[config.mk]
export PLATFORM = sky130hd
export DESIGN_NAME = vlane_ctrl_top
export DESIGN_NICKNAME = d
export VERILOG_FILES = /design/src/vlane_pkg.sv /design/src/lane_ctrl_if.sv /design/src/vlane_ctrl_top.sv /design/src/vrf_write_port.sv /design/src/lane_bwen_unit.sv /design/src/lane_sequencer.sv /design/src/addr_counter.sv
export SDC_FILE = /design/constraint.sdc
export NUM_CORES = 1
export LEC_CHECK = 0
export BUFFER_PORTS_ARGS = -buffer_cell sky130_fd_sc_hd__clkbuf_2
export CORE_MARGIN = 4
export CORE_UTILIZATION = 54
export CTS_BUF_LIST = sky130_fd_sc_hd__clkbuf_16
export DETAILED_ROUTE_END_ITERATION = 10
export HOLD_SLACK_MARGIN = 0.02
export PLACE_DENSITY = 0.88
export SLEW_MARGIN = 20
export SYNTH_ARGS = -nofsm -noshare
export SYNTH_HDL_FRONTEND = slang
export SYNTH_SLANG_ARGS = --single-unit
[constraint.sdc]
create_clock -name clk_i -period 4.7 [get_ports clk_i]
set_input_delay 1.175 -clock clk_i [delete_from_list [all_inputs] [get_ports clk_i]]
set_output_delay 1.175 -clock clk_i [all_outputs]
set_load 0.005 [all_outputs]
[src/vlane_pkg.sv]
package vlane_pkg;

   ////////////////////////////////////////
   // register file word layout
   ////////////////////////////////////////

   localparam int BYTES_PER_WORD = 4;
   localparam int BYTE_SEL_W     = $clog2(BYTES_PER_WORD);  // byte index inside a word

   ////////////////////////////////////////
   // instruction and width codes
   ////////////////////////////////////////

   typedef enum logic [1:0] {
      INST_NORMAL = 2'd0,  // read, then write back
      INST_STORE  = 2'd1,  // read only
      INST_LOAD   = 2'd2   // write only, data comes from the load unit
   } inst_type_e;

   // element width
   typedef enum logic [1:0] {
      SEW_BYTE = 2'd0,
      SEW_HALF = 2'd1,
      SEW_WORD = 2'd2
   } sew_e;

   ////////////////////////////////////////
   // sequencer states
   ////////////////////////////////////////

   typedef enum logic [1:0] {
      ST_IDLE = 2'd0,
      ST_RUN  = 2'd1,  // reads, delay, then lane writes
      ST_LOAD = 2'd2   // waiting on load beats
   } seq_state_e;

endpackage
[src/lane_ctrl_if.sv]
`timescale 1ns/1ns

interface lane_ctrl_if #(
   parameter int VLANE_NUM       = 8,
   parameter int MAX_VL_PER_LANE = 256
) ();

   localparam int IDX_W = $clog2(MAX_VL_PER_LANE);
   localparam int VL_W  = $clog2(VLANE_NUM * MAX_VL_PER_LANE + 1);

   logic             wr_active;  // every lane handles one element this cycle
   logic [IDX_W-1:0] elem_idx;   // element index inside a lane
   vlane_pkg::sew_e  sew;
   logic [VL_W-1:0]  vl;

   modport seq (output wr_active, output elem_idx, output sew, output vl);

   modport lane (input wr_active, input elem_idx, input sew, input vl);

   // write side only needs to know when the word address steps
   modport drain (input wr_active, input sew);

endinterface

[src/vlane_ctrl_top.sv]
`timescale 1ns/1ns

module vlane_ctrl_top #(
   parameter int VLANE_NUM       = 8,
   parameter int MEM_DEPTH       = 512,
   parameter int MAX_VL_PER_LANE = 256
) (
   input  logic                                                clk_i,
   input  logic                                                rstn_i,
   // instruction
   input  logic                                                start_i,
   input  vlane_pkg::inst_type_e                               inst_type_i,
   input  vlane_pkg::sew_e                                     vsew_i,
   input  logic [$clog2(VLANE_NUM*MAX_VL_PER_LANE+1)-1:0]      vl_i,
   input  logic [$clog2(MAX_VL_PER_LANE)-1:0]                  inst_delay_i,
   input  logic [$clog2(MEM_DEPTH)-1:0]                        vrf_start_raddr_i,
   input  logic [$clog2(MEM_DEPTH)-1:0]                        vrf_start_waddr_i,
   // read side
   output logic                                                ready_o,
   output logic                                                vrf_ren_o,
   output logic [$clog2(MEM_DEPTH)-1:0]                        vrf_raddr_o,
   output logic                                                store_data_valid_o,
   // load side
   output logic                                                ready_for_load_o,
   input  logic                                                load_valid_i,
   input  logic                                                load_last_i,
   input  logic [VLANE_NUM-1:0][vlane_pkg::BYTES_PER_WORD-1:0] load_bwen_i,
   // write side, one per lane
   output logic [VLANE_NUM-1:0][$clog2(MEM_DEPTH)-1:0]         vrf_waddr_o,
   output logic [VLANE_NUM-1:0][vlane_pkg::BYTES_PER_WORD-1:0] vrf_bwen_o
);

   logic [VLANE_NUM-1:0][vlane_pkg::BYTES_PER_WORD-1:0] lane_bwen;
   vlane_pkg::seq_state_e                               load_mode;
   logic                                                load_wr;

   lane_ctrl_if #(
      .VLANE_NUM       (VLANE_NUM),
      .MAX_VL_PER_LANE (MAX_VL_PER_LANE)
   ) ctrl_if ();

   lane_sequencer #(
      .VLANE_NUM       (VLANE_NUM),
      .MEM_DEPTH       (MEM_DEPTH),
      .MAX_VL_PER_LANE (MAX_VL_PER_LANE)
   ) u_seq (
      .clk_i              (clk_i),
      .rstn_i             (rstn_i),
      .start_i            (start_i),
      .inst_type_i        (inst_type_i),
      .vsew_i             (vsew_i),
      .vl_i               (vl_i),
      .inst_delay_i       (inst_delay_i),
      .vrf_start_raddr_i  (vrf_start_raddr_i),
      .ready_o            (ready_o),
      .vrf_ren_o          (vrf_ren_o),
      .vrf_raddr_o        (vrf_raddr_o),
      .store_data_valid_o (store_data_valid_o),
      .ready_for_load_o   (ready_for_load_o),
      .load_valid_i       (load_valid_i),
      .load_last_i        (load_last_i),
      .load_mode_o        (load_mode),
      .load_wr_o          (load_wr),
      .ctrl               (ctrl_if.seq)
   );

   ////////////////////////////////////////
   // per-lane byte enables
   ////////////////////////////////////////

   for (genvar i = 0; i < VLANE_NUM; i++) begin : g_lane
      lane_bwen_unit #(
         .LANE_IDX        (i),
         .VLANE_NUM       (VLANE_NUM),
         .MAX_VL_PER_LANE (MAX_VL_PER_LANE)
      ) u_bwen (
         .clk_i  (clk_i),
         .rstn_i (rstn_i),
         .ctrl   (ctrl_if.lane),
         .bwen_o (lane_bwen[i])
      );
   end

   vrf_write_port #(
      .VLANE_NUM (VLANE_NUM),
      .MEM_DEPTH (MEM_DEPTH)
   ) u_wport (
      .clk_i             (clk_i),
      .rstn_i            (rstn_i),
      .vrf_start_waddr_i (vrf_start_waddr_i),
      .start_i           (start_i),
      .ctrl              (ctrl_if.drain),
      .lane_bwen_i       (lane_bwen),
      .load_mode_i       (load_mode),
      .load_wr_i         (load_wr),
      .load_bwen_i       (load_bwen_i),
      .vrf_bwen_o        (vrf_bwen_o),
      .vrf_waddr_o       (vrf_waddr_o)
   );

endmodule

[src/vrf_write_port.sv]
`timescale 1ns/1ns

module vrf_write_port #(
   parameter int VLANE_NUM = 8,
   parameter int MEM_DEPTH = 512
) (
   input  logic                                                clk_i,
   input  logic                                                rstn_i,
   input  logic [$clog2(MEM_DEPTH)-1:0]                        vrf_start_waddr_i,
   input  logic                                                start_i,
   lane_ctrl_if.drain                                          ctrl,
   input  logic [VLANE_NUM-1:0][vlane_pkg::BYTES_PER_WORD-1:0] lane_bwen_i,
   input  vlane_pkg::seq_state_e                               load_mode_i,
   input  logic                                                load_wr_i,
   input  logic [VLANE_NUM-1:0][vlane_pkg::BYTES_PER_WORD-1:0] load_bwen_i,
   output logic [VLANE_NUM-1:0][vlane_pkg::BYTES_PER_WORD-1:0] vrf_bwen_o,
   output logic [VLANE_NUM-1:0][$clog2(MEM_DEPTH)-1:0]         vrf_waddr_o
);

   localparam int AW = $clog2(MEM_DEPTH);

   logic          load_sel;
   logic          waddr_load;
   logic [AW-1:0] waddr_cnt;
   logic [AW-1:0] waddr_d;  // matches the lane bwen register
   logic [AW-1:0] waddr_q;

   assign load_sel   = (load_mode_i == vlane_pkg::ST_LOAD);
   assign waddr_load = start_i && (load_mode_i == vlane_pkg::ST_IDLE);  // accepted starts only

   addr_counter #(
      .MEM_DEPTH (MEM_DEPTH)
   ) u_waddr_cnt (
      .clk_i        (clk_i),
      .rstn_i       (rstn_i),
      .start_addr_i (vrf_start_waddr_i),
      .load_i       (waddr_load),
      .sew_i        (ctrl.sew),
      .en_i         (ctrl.wr_active || load_wr_i),
      .addr_o       (waddr_cnt)
   );

   ////////////////////////////////////////
   // output stage
   ////////////////////////////////////////

   always_ff @(posedge clk_i) begin
      waddr_d <= waddr_cnt;
      waddr_q <= load_sel ? waddr_cnt : waddr_d;  // load beats skip the lane stage
   end

   always_ff @(posedge clk_i) begin
      if (!rstn_i) begin
         vrf_bwen_o <= '0;
      end else if (load_sel) begin
         vrf_bwen_o <= load_wr_i ? load_bwen_i : '0;  // gaps write nothing
      end else begin
         vrf_bwen_o <= lane_bwen_i;
      end
   end

   // all lanes write the same word
   assign vrf_waddr_o = {VLANE_NUM{waddr_q}};

endmodule

[src/lane_bwen_unit.sv]
`timescale 1ns/1ns

module lane_bwen_unit #(
   parameter int LANE_IDX        = 0,
   parameter int VLANE_NUM       = 8,
   parameter int MAX_VL_PER_LANE = 256
) (
   input  logic                                clk_i,
   input  logic                                rstn_i,
   lane_ctrl_if.lane                           ctrl,
   output logic [vlane_pkg::BYTES_PER_WORD-1:0] bwen_o
);

   localparam int BPW  = vlane_pkg::BYTES_PER_WORD;
   localparam int SW   = vlane_pkg::BYTE_SEL_W;
   localparam int VL_W = $clog2(VLANE_NUM * MAX_VL_PER_LANE + 1);

   logic [VL_W-1:0] elem_pos;  // element position in the whole vector
   logic            in_vl;
   logic [BPW-1:0]  pattern;

   // elements are striped, lane i holds k*VLANE_NUM + i
   assign elem_pos = VL_W'(ctrl.elem_idx) * VL_W'(VLANE_NUM) + VL_W'(LANE_IDX);
   assign in_vl    = (elem_pos < ctrl.vl);  // tail lanes stay quiet

   ////////////////////////////////////////
   // byte pattern per width
   ////////////////////////////////////////

   always_comb begin
      case (ctrl.sew)
         vlane_pkg::SEW_BYTE: pattern = BPW'(1) << ctrl.elem_idx[SW-1:0];
         vlane_pkg::SEW_HALF: pattern = BPW'(3) << {ctrl.elem_idx[0], 1'b0};  // low or high pair
         vlane_pkg::SEW_WORD: pattern = '1;
         default:             pattern = '0;
      endcase
   end

   always_ff @(posedge clk_i) begin
      if (!rstn_i) begin
         bwen_o <= '0;
      end else begin
         bwen_o <= (ctrl.wr_active && in_vl) ? pattern : '0;
      end
   end

endmodule

[src/lane_sequencer.sv]
`timescale 1ns/1ns

module lane_sequencer #(
   parameter int VLANE_NUM       = 8,
   parameter int MEM_DEPTH       = 512,
   parameter int MAX_VL_PER_LANE = 256
) (
   input  logic                                           clk_i,
   input  logic                                           rstn_i,
   input  logic                                           start_i,
   input  vlane_pkg::inst_type_e                          inst_type_i,
   input  vlane_pkg::sew_e                                vsew_i,
   input  logic [$clog2(VLANE_NUM*MAX_VL_PER_LANE+1)-1:0] vl_i,
   input  logic [$clog2(MAX_VL_PER_LANE)-1:0]             inst_delay_i,
   input  logic [$clog2(MEM_DEPTH)-1:0]                   vrf_start_raddr_i,
   output logic                                           ready_o,
   output logic                                           vrf_ren_o,
   output logic [$clog2(MEM_DEPTH)-1:0]                   vrf_raddr_o,
   output logic                                           store_data_valid_o,
   output logic                                           ready_for_load_o,
   input  logic                                           load_valid_i,
   input  logic                                           load_last_i,
   output vlane_pkg::seq_state_e                          load_mode_o,
   output logic                                           load_wr_o,
   lane_ctrl_if.seq                                       ctrl
);

   localparam int IDX_W   = $clog2(MAX_VL_PER_LANE);
   localparam int VL_W    = $clog2(VLANE_NUM * MAX_VL_PER_LANE + 1);
   localparam int CNT_W   = IDX_W + 2;  // n + delay + two write stages
   localparam int LANE_SH = $clog2(VLANE_NUM);

   vlane_pkg::seq_state_e state_q, state_d;
   vlane_pkg::inst_type_e inst_q;
   vlane_pkg::sew_e       sew_q;
   logic [VL_W-1:0]       vl_q;
   logic [IDX_W-1:0]      delay_q;
   logic [IDX_W:0]        n_q;       // elements per lane
   logic [VL_W-1:0]       vl_round;
   logic [CNT_W-1:0]      cnt_q;     // shared by read and delayed write
   logic [CNT_W-1:0]      last_cnt;
   logic [CNT_W-1:0]      wr_off;
   logic                  accept;
   logic                  rd_active;

   assign accept   = start_i && (state_q == vlane_pkg::ST_IDLE);
   assign vl_round = vl_i + VL_W'(VLANE_NUM - 1);  // n rounds up

   ////////////////////////////////////////
   // instruction FSM
   ////////////////////////////////////////

   // store ends on its last read, normal once the last write leaves the write port
   assign last_cnt = (inst_q == vlane_pkg::INST_STORE) ?
                     CNT_W'(n_q) - CNT_W'(1) :
                     CNT_W'(n_q) + CNT_W'(delay_q) + CNT_W'(1);

   always_comb begin
      state_d = state_q;
      case (state_q)
         vlane_pkg::ST_IDLE: begin
            if (start_i) begin
               state_d = (inst_type_i == vlane_pkg::INST_LOAD) ? vlane_pkg::ST_LOAD :
                                                                 vlane_pkg::ST_RUN;
            end
         end
         vlane_pkg::ST_RUN: begin
            if (cnt_q == last_cnt) begin
               state_d = vlane_pkg::ST_IDLE;
            end
         end
         vlane_pkg::ST_LOAD: begin
            if (load_last_i) begin
               state_d = vlane_pkg::ST_IDLE;
            end
         end
         default: state_d = vlane_pkg::ST_IDLE;
      endcase
   end

   always_ff @(posedge clk_i) begin
      if (!rstn_i) begin
         state_q <= vlane_pkg::ST_IDLE;
         cnt_q   <= '0;
      end else begin
         state_q <= state_d;
         cnt_q   <= (state_q == vlane_pkg::ST_RUN) ? cnt_q + CNT_W'(1) : '0;
      end
   end

   always_ff @(posedge clk_i) begin
      if (accept) begin
         inst_q  <= inst_type_i;
         sew_q   <= (inst_type_i == vlane_pkg::INST_LOAD) ? vlane_pkg::SEW_WORD : vsew_i;
         vl_q    <= vl_i;
         delay_q <= inst_delay_i;
         n_q     <= vl_round[VL_W-1:LANE_SH];
      end
   end

   ////////////////////////////////////////
   // read side
   ////////////////////////////////////////

   assign rd_active = (state_q == vlane_pkg::ST_RUN) && (cnt_q < CNT_W'(n_q));

   addr_counter #(
      .MEM_DEPTH (MEM_DEPTH)
   ) u_raddr_cnt (
      .clk_i        (clk_i),
      .rstn_i       (rstn_i),
      .start_addr_i (vrf_start_raddr_i),
      .load_i       (accept),
      .sew_i        (sew_q),
      .en_i         (rd_active),
      .addr_o       (vrf_raddr_o)
   );

   assign ready_o            = (state_q == vlane_pkg::ST_IDLE);
   assign vrf_ren_o          = rd_active;
   assign store_data_valid_o = rd_active && (inst_q == vlane_pkg::INST_STORE);
   assign ready_for_load_o   = (state_q == vlane_pkg::ST_LOAD);
   assign load_wr_o          = ready_for_load_o && load_valid_i;  // one load beat
   assign load_mode_o        = state_q;

   // write phase, inst_delay after the first read
   assign wr_off         = cnt_q - CNT_W'(delay_q);
   assign ctrl.wr_active = (state_q == vlane_pkg::ST_RUN) && (inst_q == vlane_pkg::INST_NORMAL)
                           && (cnt_q >= CNT_W'(delay_q)) && (wr_off < CNT_W'(n_q));
   assign ctrl.elem_idx  = wr_off[IDX_W-1:0];
   assign ctrl.sew       = sew_q;
   assign ctrl.vl        = vl_q;

endmodule

[src/addr_counter.sv]
`timescale 1ns/1ns

module addr_counter #(
   parameter int MEM_DEPTH = 512
) (
   input  logic                         clk_i,
   input  logic                         rstn_i,
   input  logic [$clog2(MEM_DEPTH)-1:0] start_addr_i,
   input  logic                         load_i,
   input  vlane_pkg::sew_e              sew_i,
   input  logic                         en_i,
   output logic [$clog2(MEM_DEPTH)-1:0] addr_o
);

   localparam int SW  = vlane_pkg::BYTE_SEL_W;
   localparam int BPW = vlane_pkg::BYTES_PER_WORD;

   logic [SW-1:0] elem_cnt_q;  // elements already taken from the current word
   logic          word_done;

   // last element of the word at the current width
   always_comb begin
      case (sew_i)
         vlane_pkg::SEW_BYTE: word_done = (elem_cnt_q == SW'(BPW - 1));
         vlane_pkg::SEW_HALF: word_done = (elem_cnt_q == SW'(BPW / 2 - 1));
         default:             word_done = 1'b1;  // one word per element
      endcase
   end

   always_ff @(posedge clk_i) begin
      if (!rstn_i) begin
         elem_cnt_q <= '0;
      end else if (load_i) begin
         elem_cnt_q <= '0;
      end else if (en_i) begin
         elem_cnt_q <= word_done ? '0 : elem_cnt_q + SW'(1);
      end
   end

   always_ff @(posedge clk_i) begin
      if (load_i) begin
         addr_o <= start_addr_i;
      end else if (en_i && word_done) begin
         addr_o <= addr_o + 1'b1;  // next word
      end
   end

endmodule

== Word-level counts from Yosys, hierarchy flattened ==
Cells that the tools add are included.

* Logic and storage cells: 126
* Output and inout port bits: 117
* Bits in registers: 149
* Input port bits: 79

* Order comparisons: 11
* Eq/ne operators: 14
* Add/sub/neg operators: 17
* Bitwise gates (word level): 1
* Reduce and logical (&&, ||, !) cells: 34
* Muxes and demuxes: 18
* Shifts and indexed selects: 2

{| class="wikitable"
|+ Operator list
! kind !! count
|-
| less-than comparator 12 bit || 7
|-
| two-way mux 32 bit || 2
|-
| adder 11 x 3 -> 12 bit (second input constant) || 4
|-
| two-way mux 9 bit || 5
|-
| adder 11 x 2 -> 12 bit (second input constant) || 2
|-
| adder 10 x 1 -> 10 bit (second input constant) || 2
|-
| less-than comparator 10 x 9 -> 1 bit || 2
|-
| adder 9 x 1 -> 9 bit (second input constant) || 2
|-
| AND reduction 2 bit || 9
|-
| logical AND 1 bit || 17
|-
| adder 11 x 1 -> 12 bit (second input constant) || 1
|-
| adder 12 x 3 -> 12 bit (second input constant) || 1
|-
| less-than comparator 11 x 12 -> 1 bit || 1
|-
| two-way mux 2 bit || 6
|-
| case mux 4 bit (3 select lines) || 1
|-
| adder 9 x 8 -> 10 bit || 1
|-
| equality test 10 bit || 1
|-
| equality test 2 x 1 -> 1 bit (second input constant) || 5
|-
| equality test 2 bit (second input constant) || 5
|-
| greater-or-equal comparator 10 x 8 -> 1 bit || 1
|-
| two-way mux 10 bit || 1
|-
| subtractor 10 x 8 -> 10 bit || 1
|-
| subtractor 9 x 1 -> 10 bit (second input constant) || 1
|-
| logical NOT 2 bit || 3
|-
| other kinds (12) || 16
|}

== Depth between registers and ports, before layout ==
Gate-level depths: netlist of the first run.

* Word-level depth: 8
* Mapped depth: 17
* Mapped depth without buffers: 16

== By module ==
Synthesis of the first run repeated with hierarchy kept, for this count alone.

* Cells, all modules: 1106
* Area total of the unflattened synthesis: 9908.3 µm²

{| class="wikitable"
|+ Modules (own cells, without submodules)
! module !! cells an instance !! seq. area each (µm²) !! instances !! area an instance (µm²)
|-
| lane_sequencer || 327 || 1231.2 || 1 || 3188.1
|-
| vrf_write_port || 257 || 1001.0 || 1 || 2280.9
|-
| addr_counter || 63 || 310.3 || 2 || 619.3
|-
| lane_bwen_unit at g_lane[1].u_bwen ... || 50 || 80.1 || 2 || 389.1
|-
| lane_bwen_unit at g_lane[4].u_bwen || 51 || 80.1 || 1 || 434.2
|-
| lane_bwen_unit at g_lane[6].u_bwen || 50 || 80.1 || 1 || 411.6
|-
| lane_bwen_unit at g_lane[2].u_bwen || 51 || 80.1 || 1 || 397.9
|-
| lane_bwen_unit at g_lane[3].u_bwen || 48 || 80.1 || 1 || 394.1
|-
| lane_bwen_unit at g_lane[0].u_bwen || 50 || 80.1 || 1 || 392.9
|-
| lane_bwen_unit at g_lane[7].u_bwen || 46 || 80.1 || 1 || 391.6
|}

== Worst setup path before layout of the first run ==
OpenSTA, ideal clock, no wires.

* Path type: register -> register
* Start point: reg u_seq.cnt_q[0]
* End point: reg g_lane[5].u_bwen.bwen_o[3] in the netlist's numbering
* Period minus slack after synthesis: 4.000 ns
* Stages on the path, launching flop included: 18
* Required time: 4.608 ns
* Arrival: 3.908 ns
* Library setup time: 0.092 ns
* Path slack: 0.700 ns
* Path buffers: 1
* Cells stage by stage: dfxtp_1 > inv_1 > ha_1 > inv_1 > fa_1 > a21oi_1 > o211ai_1 > a21oi_1 > o21bai_1 > xnor2_1 > ha_1 > or4_1 > or4_1 > o22ai_1 > o211ai_2 > a311o_1 > buf_6 > nor4_1

* Word-level cells in the longest chain between the ends: 5
* Elaborated cells on any way between the ends: 12
* Classes of those cells: 2 x add/sub; 3 x order compare; 2 x shift; 1 x mux; 4 x reduce/logical

{| class="wikitable"
|+ RTL lines
! what !! RTL line !! source
|-
| start, declared || lane_sequencer.sv:40 || <nowiki>logic [CNT_W-1:0] cnt_q;</nowiki>
|-
| start signal, assigned || lane_sequencer.sv:87 || <nowiki>cnt_q <= (state_q == vlane_pkg::ST_RUN) ? cnt_q + CNT_W'(1) : '0;</nowiki>
|-
| subtractor 10 x 8 -> 10 bit or greater-or-equal comparator 10 x 8 -> 1 bit (tied branches) || lane_sequencer.sv:127, lane_sequencer.sv:129 ||
|-
| adder 11 x 3 -> 12 bit, or another cell as far along || lane_bwen_unit.sv:23 || <nowiki>assign elem_pos = VL_W'(ctrl.elem_idx) * VL_W'(VLANE_NUM) + VL_W'(LANE_IDX);</nowiki>
|-
| less-than comparator 12 bit or logical AND 1 bit (tied branches) || lane_bwen_unit.sv:24, lane_sequencer.sv:129 ||
|-
| logical AND 1 bit || lane_bwen_unit.sv:43 || <nowiki>bwen_o <= (ctrl.wr_active && in_vl) ? pattern : '0;</nowiki>
|-
| AND reduction 2 bit (no line) || n/a ||
|-
| end signal, assigned || lane_bwen_unit.sv:43 ||
|-
| end, declared || lane_bwen_unit.sv:11 || <nowiki>output logic [vlane_pkg::BYTES_PER_WORD-1:0] bwen_o</nowiki>
|}

Parallel ways exist; a longest one is shown, timed or not.
A chain may end at the register's enable or synchronous reset.

== Worst setup path after layout of the first run ==
Ends and elaborated chain as after synthesis.

==> key figures, run 1 <==
Setup path
  – Worst Setup End Kind: register
  – FF-to-FF Start: u_seq.cnt_q[0]
  – Reg2Reg Capture Point: g_lane[5].u_bwen.bwen_o[3]
  – Worst setup path category: reg -> reg
  – Crit-path cells: inv_1 > ha_1 > inv_1 > fa_1 > a21oi_2 > o211ai_1 > a21oi_1 > o21bai_1 > xnor2_1 > ha_1 > or4_1 > or4_1 > o22ai_1 > o211ai_2 > a311o_2 > buf_12 > nor4_1
  – Crit path largest cell delay: 0.52 ns
  – Crit path launch: u_seq.cnt_q[0]
  – Register-to-register setup slack: approximately 0.12 ns
  – WP data required: approximately 5.0 ns
  – CP max stage cell: or4_1
  – Worst path arrival time: 4.91 ns
  – Worst setup path endpoint: g_lane[5].u_bwen.bwen_o[3]
  – Peak fanout along the critical path: 7
  – CP startpoint kind: register
  – R2R depth: 17

Pwr
  – PD cells: 366 nW/um2
  – Final Power: 3320 uW
  – Leak Pwr: 0.00397 uW
  – VDD IR-drop max: 0.000426 V

Final layout
  – Nets@finish: 1095
  – Layout cells sized above 1: 0.253
  – Diodes inserted: 0
  – Util after Layout: 0.648
  – Area grow syn2layout: 16.6%

Global routing
  – Vias in the first global route: 5885
  – Grt total ovfl: 0
  – Largest net degree at the start of global routing: 45
  – Initial antenna violation count: 0
  – First-pass GRT wire length: 28.5 mm
  – Total routing usage reported by global routing: 0.218

Yosys
  – Asr flop ratio synth: 0
  – Top-count cell post-synth: dfxtp_1
  – Mapped Nets: 962
  – Synth area leaders: dfxtp_1 (25%), edfxtp_1 (20%), ha_1 (7.4%)
  – Compound-cell area share of the yosys netlist: 0.121
  – Post-synth top flop: dfxtp_1
  – Fraction of synthesized area in multiplexers: 0.00950
  – Yosys Warn Count: 0
  – Synth cell types: 56
  – XOR/XNOR share of the synthesized area: 0.0631
  – Post-synthesis area per instance: 9.31 um2
  – Post-Synth Adder-Cell Area: 0.0792
  – Syn Std Cell Area: 7770 um2
  – Simple-gate area share of the yosys netlist: 0.182
  – Seq cells post-synth: roughly 150
  – Seq/Total Area, Yosys: 0.450
  – Main combinational cell family by area after synthesis: simple AND/OR/NAND/NOR gates
  – Synth area leader: dfxtp_1
  – Synth top area share: 0.252
  – Mapped Cells: about 840
  – Post-synth EDFFs: between 50 and 60
  – Most frequent cells after synthesis: dfxtp_1 (98), nand2_1 (85), buf_4 (63), nor2_1 (62), nand3_1 (52)

STA
  – Total negative slack: 0 ns
  – Fin. max-slew vios: 0
  – Max frequency: 218 MHz
  – Fin crit period: 4.58 ns
  – Worst Skew: ~0.0073 ns
  – Worst setup margin: about 0.12 ns
  – Setup Viol. Count Final: 0
  – Period Utilization, post-route: 0.975
  – Final hold vios: 0
  – Rel. slew slack: 0.296
  – Worst slew pin tran: 1.05 ns

CTS
  – Hold buffers post-CTS: 0
  – Cts bufs inserted: 17
  – Clk Latency, worst-skew pair: 0.42 ns
  – Clock sinks: 149
  – Root Buffer: clkbuf_16
  – H-tree depth: 4
  – CTS tree: done
  – Clock transition at the registers of the reported paths: 0.06 ns
  – Clock Path Buffers: 2

Placement
  – Routability cong.: 0.959
  – Pre-CTS setup slack: 0.0613 ns
  – HPWL after DPL: 13.6 mm
  – Port Buffers: 195

Routing
  – Routed wire length: 18.7 mm
  – Per-cell routed wire length: 16.1 um
  – Drt pass-1 iters: 7
  – DR vias: 6294
  – DRC: 0
  – Vias per inst: 5.42
  – Iteration-0 DRC Markers: 395
  – Routed Antenna Nets: 0

Floorplanning
  – Die area: 16400 um2
  – Core footprint: 14000 um2
  – Row cnt: between 40 and 50
  – # IOs: between 150 and 200
  – Height of the die: 128 um
  – Starting Density: 0.556
  – Die Wd: 128 um

Status
  – Status: finished clean

Flow run
  – Max-Cap Viols: 0

Min path
  – Hold Crit Class: reg -> reg
## registers in the layout (all words and copies together) (netlist names), 8 cells and up
register,flops
u_wport.u_waddr_cnt.addr_o,9
u_seq.ctrl.vl,12
u_seq.delay_q,8
u_seq.n_q,9
u_wport.waddr_d,9
u_seq.u_raddr_cnt.addr_o,9
u_wport.waddr_q,9
u_wport.vrf_bwen_o,32
u_seq.cnt_q,10
g_lane.u_bwen.bwen_o,32
## area by class of cell
cell class	count	area [um2]
inverter	39	146
sequential	149	3490
timing repair buffer	206	1070
tap	180	225
multi-input combinational	555	3550
clock buffer	19	475
fill	1115	4920
clock inverter	13	100
## metrics by stage
stage / hold slack (ns) / instances / instance area, um2
floorplan: 0.389 / 835 / 7770
global placement: 0.404 / 1124 / 8430
detailed placement: 0.412 / 1124 / 8430
CTS: 0.427 / 1156 / 9010
global route: 0.431 / 1161 / 9060
finish: 0.420 / 1161 / 9060
## repair_timing
action,CTS,global route
pin swaps,0,3
buffers inserted,0,4
cloned,0,1
endpoints found under the setup margin,10,25
gates resized for setup,1,1
## critical path: cells and delay by family (launching register included)
family          cells  cell delay [ns]
xor+xnor            1             0.15
flops               1             0.37
fa+ha+maj           3             0.85
simple gates        3             1.28
compound gates      7             1.47
buf+inv             3             0.36
## logic make-up (layout without fill, tap and decap cells)
logic type,after synthesis,after routing
DFF,149,149
AOI/OAI and AO/OA,143,144
adders and majority gates,48,48
buffers and inverters,132,277
and+or+nand+nor,300,300
muxes,7,7
xor gates and xnor gates,56,56
## placed cells by master (no fill, tap or decap), types with 40 or more instances in the layout
| cell | n |
|---|---|
| nor3_1 | 40 |
| a21oi_1 | 42 |
| nand3_1 | 52 |
| ha_1 | 46 |
| dfxtp_1 | 98 |
| edfxtp_1 | 51 |
| clkbuf_2 | 195 |
| nor2_1 | 62 |
| inv_1 | 41 |
| nand2_1 | 85 |
## where the power goes
part | switching, uW | internal, uW | total, uW | leakage [uW]
logic | 286 | 232 | 518 | 0.00239
clock network | 530 | 786 | 1320 | 0.000300
registers | 71.5 | 1410 | 1490 | 0.00128
## how the worst min path moves through the flow
stage,startpoint,slack (ns),endpoint,cells after the start
after floorplan,u_wport.u_waddr_cnt.addr_o[8],0.39,u_wport.waddr_d[8],0
after global placement,u_wport.waddr_d[4],0.40,u_wport.waddr_q[4],2
after detailed placement,u_wport.waddr_d[0],0.41,u_wport.waddr_q[0],2
after CTS,u_wport.waddr_d[0],0.43,u_wport.waddr_q[0],2
after global routing,u_wport.u_waddr_cnt.addr_o[1],0.43,u_wport.waddr_d[1],0
final,u_wport.waddr_d[7],0.42,u_wport.waddr_q[7],2
## layer usage
layer	share of wire	up-vias	GRT usage
met4	0.021	0	0.0818
met5	0	-	0
met1	0.41	2918	0.269
met3	0.076	38	0.0533
li1	-	3101	-
met2	0.49	237	0.371
(Power assumes the default switching activity.)
==> inputs of run 2 (changes only) <==
Settings changed: CELL_PAD_IN_SITES_DETAIL_PLACEMENT set to 0, CELL_PAD_IN_SITES_GLOBAL_PLACEMENT set to 1, CORE_UTILIZATION 54 to 40, PLACE_DENSITY 0.88 to not set, PLACE_DENSITY_LB_ADDON set to 0.1.
==> run 2 against run 1 <==
Compared with the run above:
- die area increased by 33%
- final area grew 0.65%
- largest power group unchanged
- critical endpoint is now g_lane[0].u_bwen.bwen_o[3]
- register-to-register slack improved by 0.15 ns
==> key figures, run 2 (same netlist as run 1, synthesis figures left out) <==
Flow run
  – Max-Cap Viols: 0

CTS
  – CTS tree: done
  – Clk Latency, worst-skew pair: 0.43 ns
  – H-tree depth: 4
  – Clock sinks: 149
  – Clock transition at the registers of the reported paths: approximately 0.060 ns
  – Clock Path Buffers: 2
  – Root Buffer: clkbuf_16
  – Cts bufs inserted: 17
  – Hold buffers post-CTS: 0

Floorplanning
  – Die area: 21700 um2
  – Starting Density: 0.411
  – Height of the die: 147 um
  – # IOs: a little under 200
  – Core footprint: 18900 um2
  – Row cnt: 50
  – Die Wd: 147 um

Setup path
  – WP data required: 5.04 ns
  – Worst setup path category: reg -> reg
  – Peak fanout along the critical path: 7
  – CP startpoint kind: register
  – Worst Setup End Kind: register
  – Worst path arrival time: 4.77 ns

Global routing
  – First-pass GRT wire length: 31.3 mm
  – Met2 usage: 0.306
  – Met1 usage in global routing: 0.225
  – Grt total ovfl: 0
  – Global routing's busiest layer: met2
  – Initial antenna violation count: 0
  – Vias in the first global route: 5882
  – Largest net degree at the start of global routing: 45
  – Total routing usage reported by global routing: 0.180
  – M3 GR Usage: 0.0423

Placement
  – Port Buffers: 195
  – HPWL after DPL: 15.1 mm
  – Dpl cell area: 8520 um2
  – Routability cong.: approximately 0.86
  – Pre-CTS setup slack: about 0.085 ns

Routing
  – DRC: 0
  – Routed Antenna Nets: 0
  – Routed wire length: 19.9 mm
  – Vias per inst: 4.89
  – Drt pass-1 iters: 5
  – Iteration-0 DRC Markers: 234
  – DR vias: ~6100
  – Per-cell routed wire length: about 16 um

STA
  – WHS: 0.422 ns
  – Period Utilization, post-route: 0.943
  – Worst slew pin tran: 0.934 ns
  – Fin crit period: around 4.4 ns
  – Total negative slack: 0 ns
  – Rel. slew slack: 0.377
  – Fin. max-slew vios: 0
  – Final hold vios: 0
  – Setup Viol. Count Final: 0
  – Worst setup margin: 0.267 ns
  – Max frequency: 226 MHz
  – Worst Skew: approximately 0.012 ns

Final layout
  – Final Instance Area: 9120 um2
  – Most frequent cells in the layout: clkbuf_2 (195), dfxtp_1 (98), nand2_1 (85)
  – Layout cells sized above 1: 0.255
  – Area grow syn2layout: 17.4%
  – Commonest non-fill, non-tap cell in the layout: clkbuf_2
  – Nets@finish: 1096
  – Diodes inserted: 0

Pwr
  – PD cells: 359 nW/um2
  – Leak Pwr: 0.00394 uW
  – VDD IR-drop max: 0.000237 V

Status
  – Status: finished clean

Min path
  – Hold Crit Class: reg -> reg
-- run 2: cell types whose count changed in the layout (fill, tap and decap cells not counted), sizes merged --
cell | before | now
buf | 11 | 12
inv | 46 | 47
bufinv | 1 | 0
clkbuf | 214 | 212
clkinvlp | 0 | 1
clkinv | 5 | 6
-- run 2: timing repair --
item	4_1_cts	5_1_grt
buffers inserted	0	6
gates resized for setup	0	1
endpoints found under the hold margin	0	0
endpoints found under the setup margin	0	28
-- run 2: where the power goes --
part | internal (uW) | total (uW) | switching, uW
Combinational | 230 | 515 | 285
Sequential | 1410 | 1490 | 74.1
Clock | 688 | 1270 | 580
Total | 2330 | 3270 | 939
-- run 2: routing by layer --
metal | wire [um] | vias up | part of all wire
met5 | 0 | - | 0
met4 | 454 | 0 | 0.023
met3 | 1120 | 22 | 0.056
met2 | 9600 | 181 | 0.48
met1 | 8760 | 2762 | 0.44
li1 | - | 3108 | -
-- run 2: through the flow --
step | total power, uW | utilization | cells
finish | 3270 | 0.483 | 1242
global route | 3430 | 0.483 | 1242
CTS | 3310 | 0.480 | 1235
detailed placement | 2030 | 0.451 | 1203
global placement | 2030 | 0.451 | 1203
floorplan | 1890 | - | 835
-- run 2: path summary, 6_finish.rpt --
kind / start / to / slack [ns] / cells past startpoint
max: u_seq.cnt_q[0] / g_lane[0].u_bwen.bwen_o[3] / 0.27 / 18
min: u_wport.waddr_d[5] / u_wport.waddr_q[5] / 0.42 / 2
max reg2reg: u_seq.cnt_q[0] / g_lane[0].u_bwen.bwen_o[3] / 0.27 / 18
min reg2reg: u_wport.waddr_d[5] / u_wport.waddr_q[5] / 0.42 / 2
-- run 2: final cells by class --
| type | instances | area [um2] |
|---|---|---|
| sequential | 149 | 3490 |
| clock inverter | 15 | 118 |
| clock buffer | 17 | 425 |
| tap | 260 | 325 |
| multi-input combinational | 555 | 3550 |
| inverter | 39 | 146 |
| fill | 1873 | 9770 |
| timing repair buffer | 207 | 1070 |
-- run 2: critical path, stage by stage, from the launching register on --
cell,delay [ns]
dfxtp_1,0.37
inv_1,0.13
ha_1,0.15
inv_1,0.05
fa_1,0.45
a21oi_1,0.22
o211ai_1,0.15
a21oi_1,0.22
o21bai_1,0.10
xnor2_1,0.13
ha_1,0.19
or4_1,0.49
or4_1,0.47
o22ai_1,0.20
o211ai_2,0.14
buf_4,0.16
a311o_1,0.41
buf_4,0.17
nor3_1,0.16
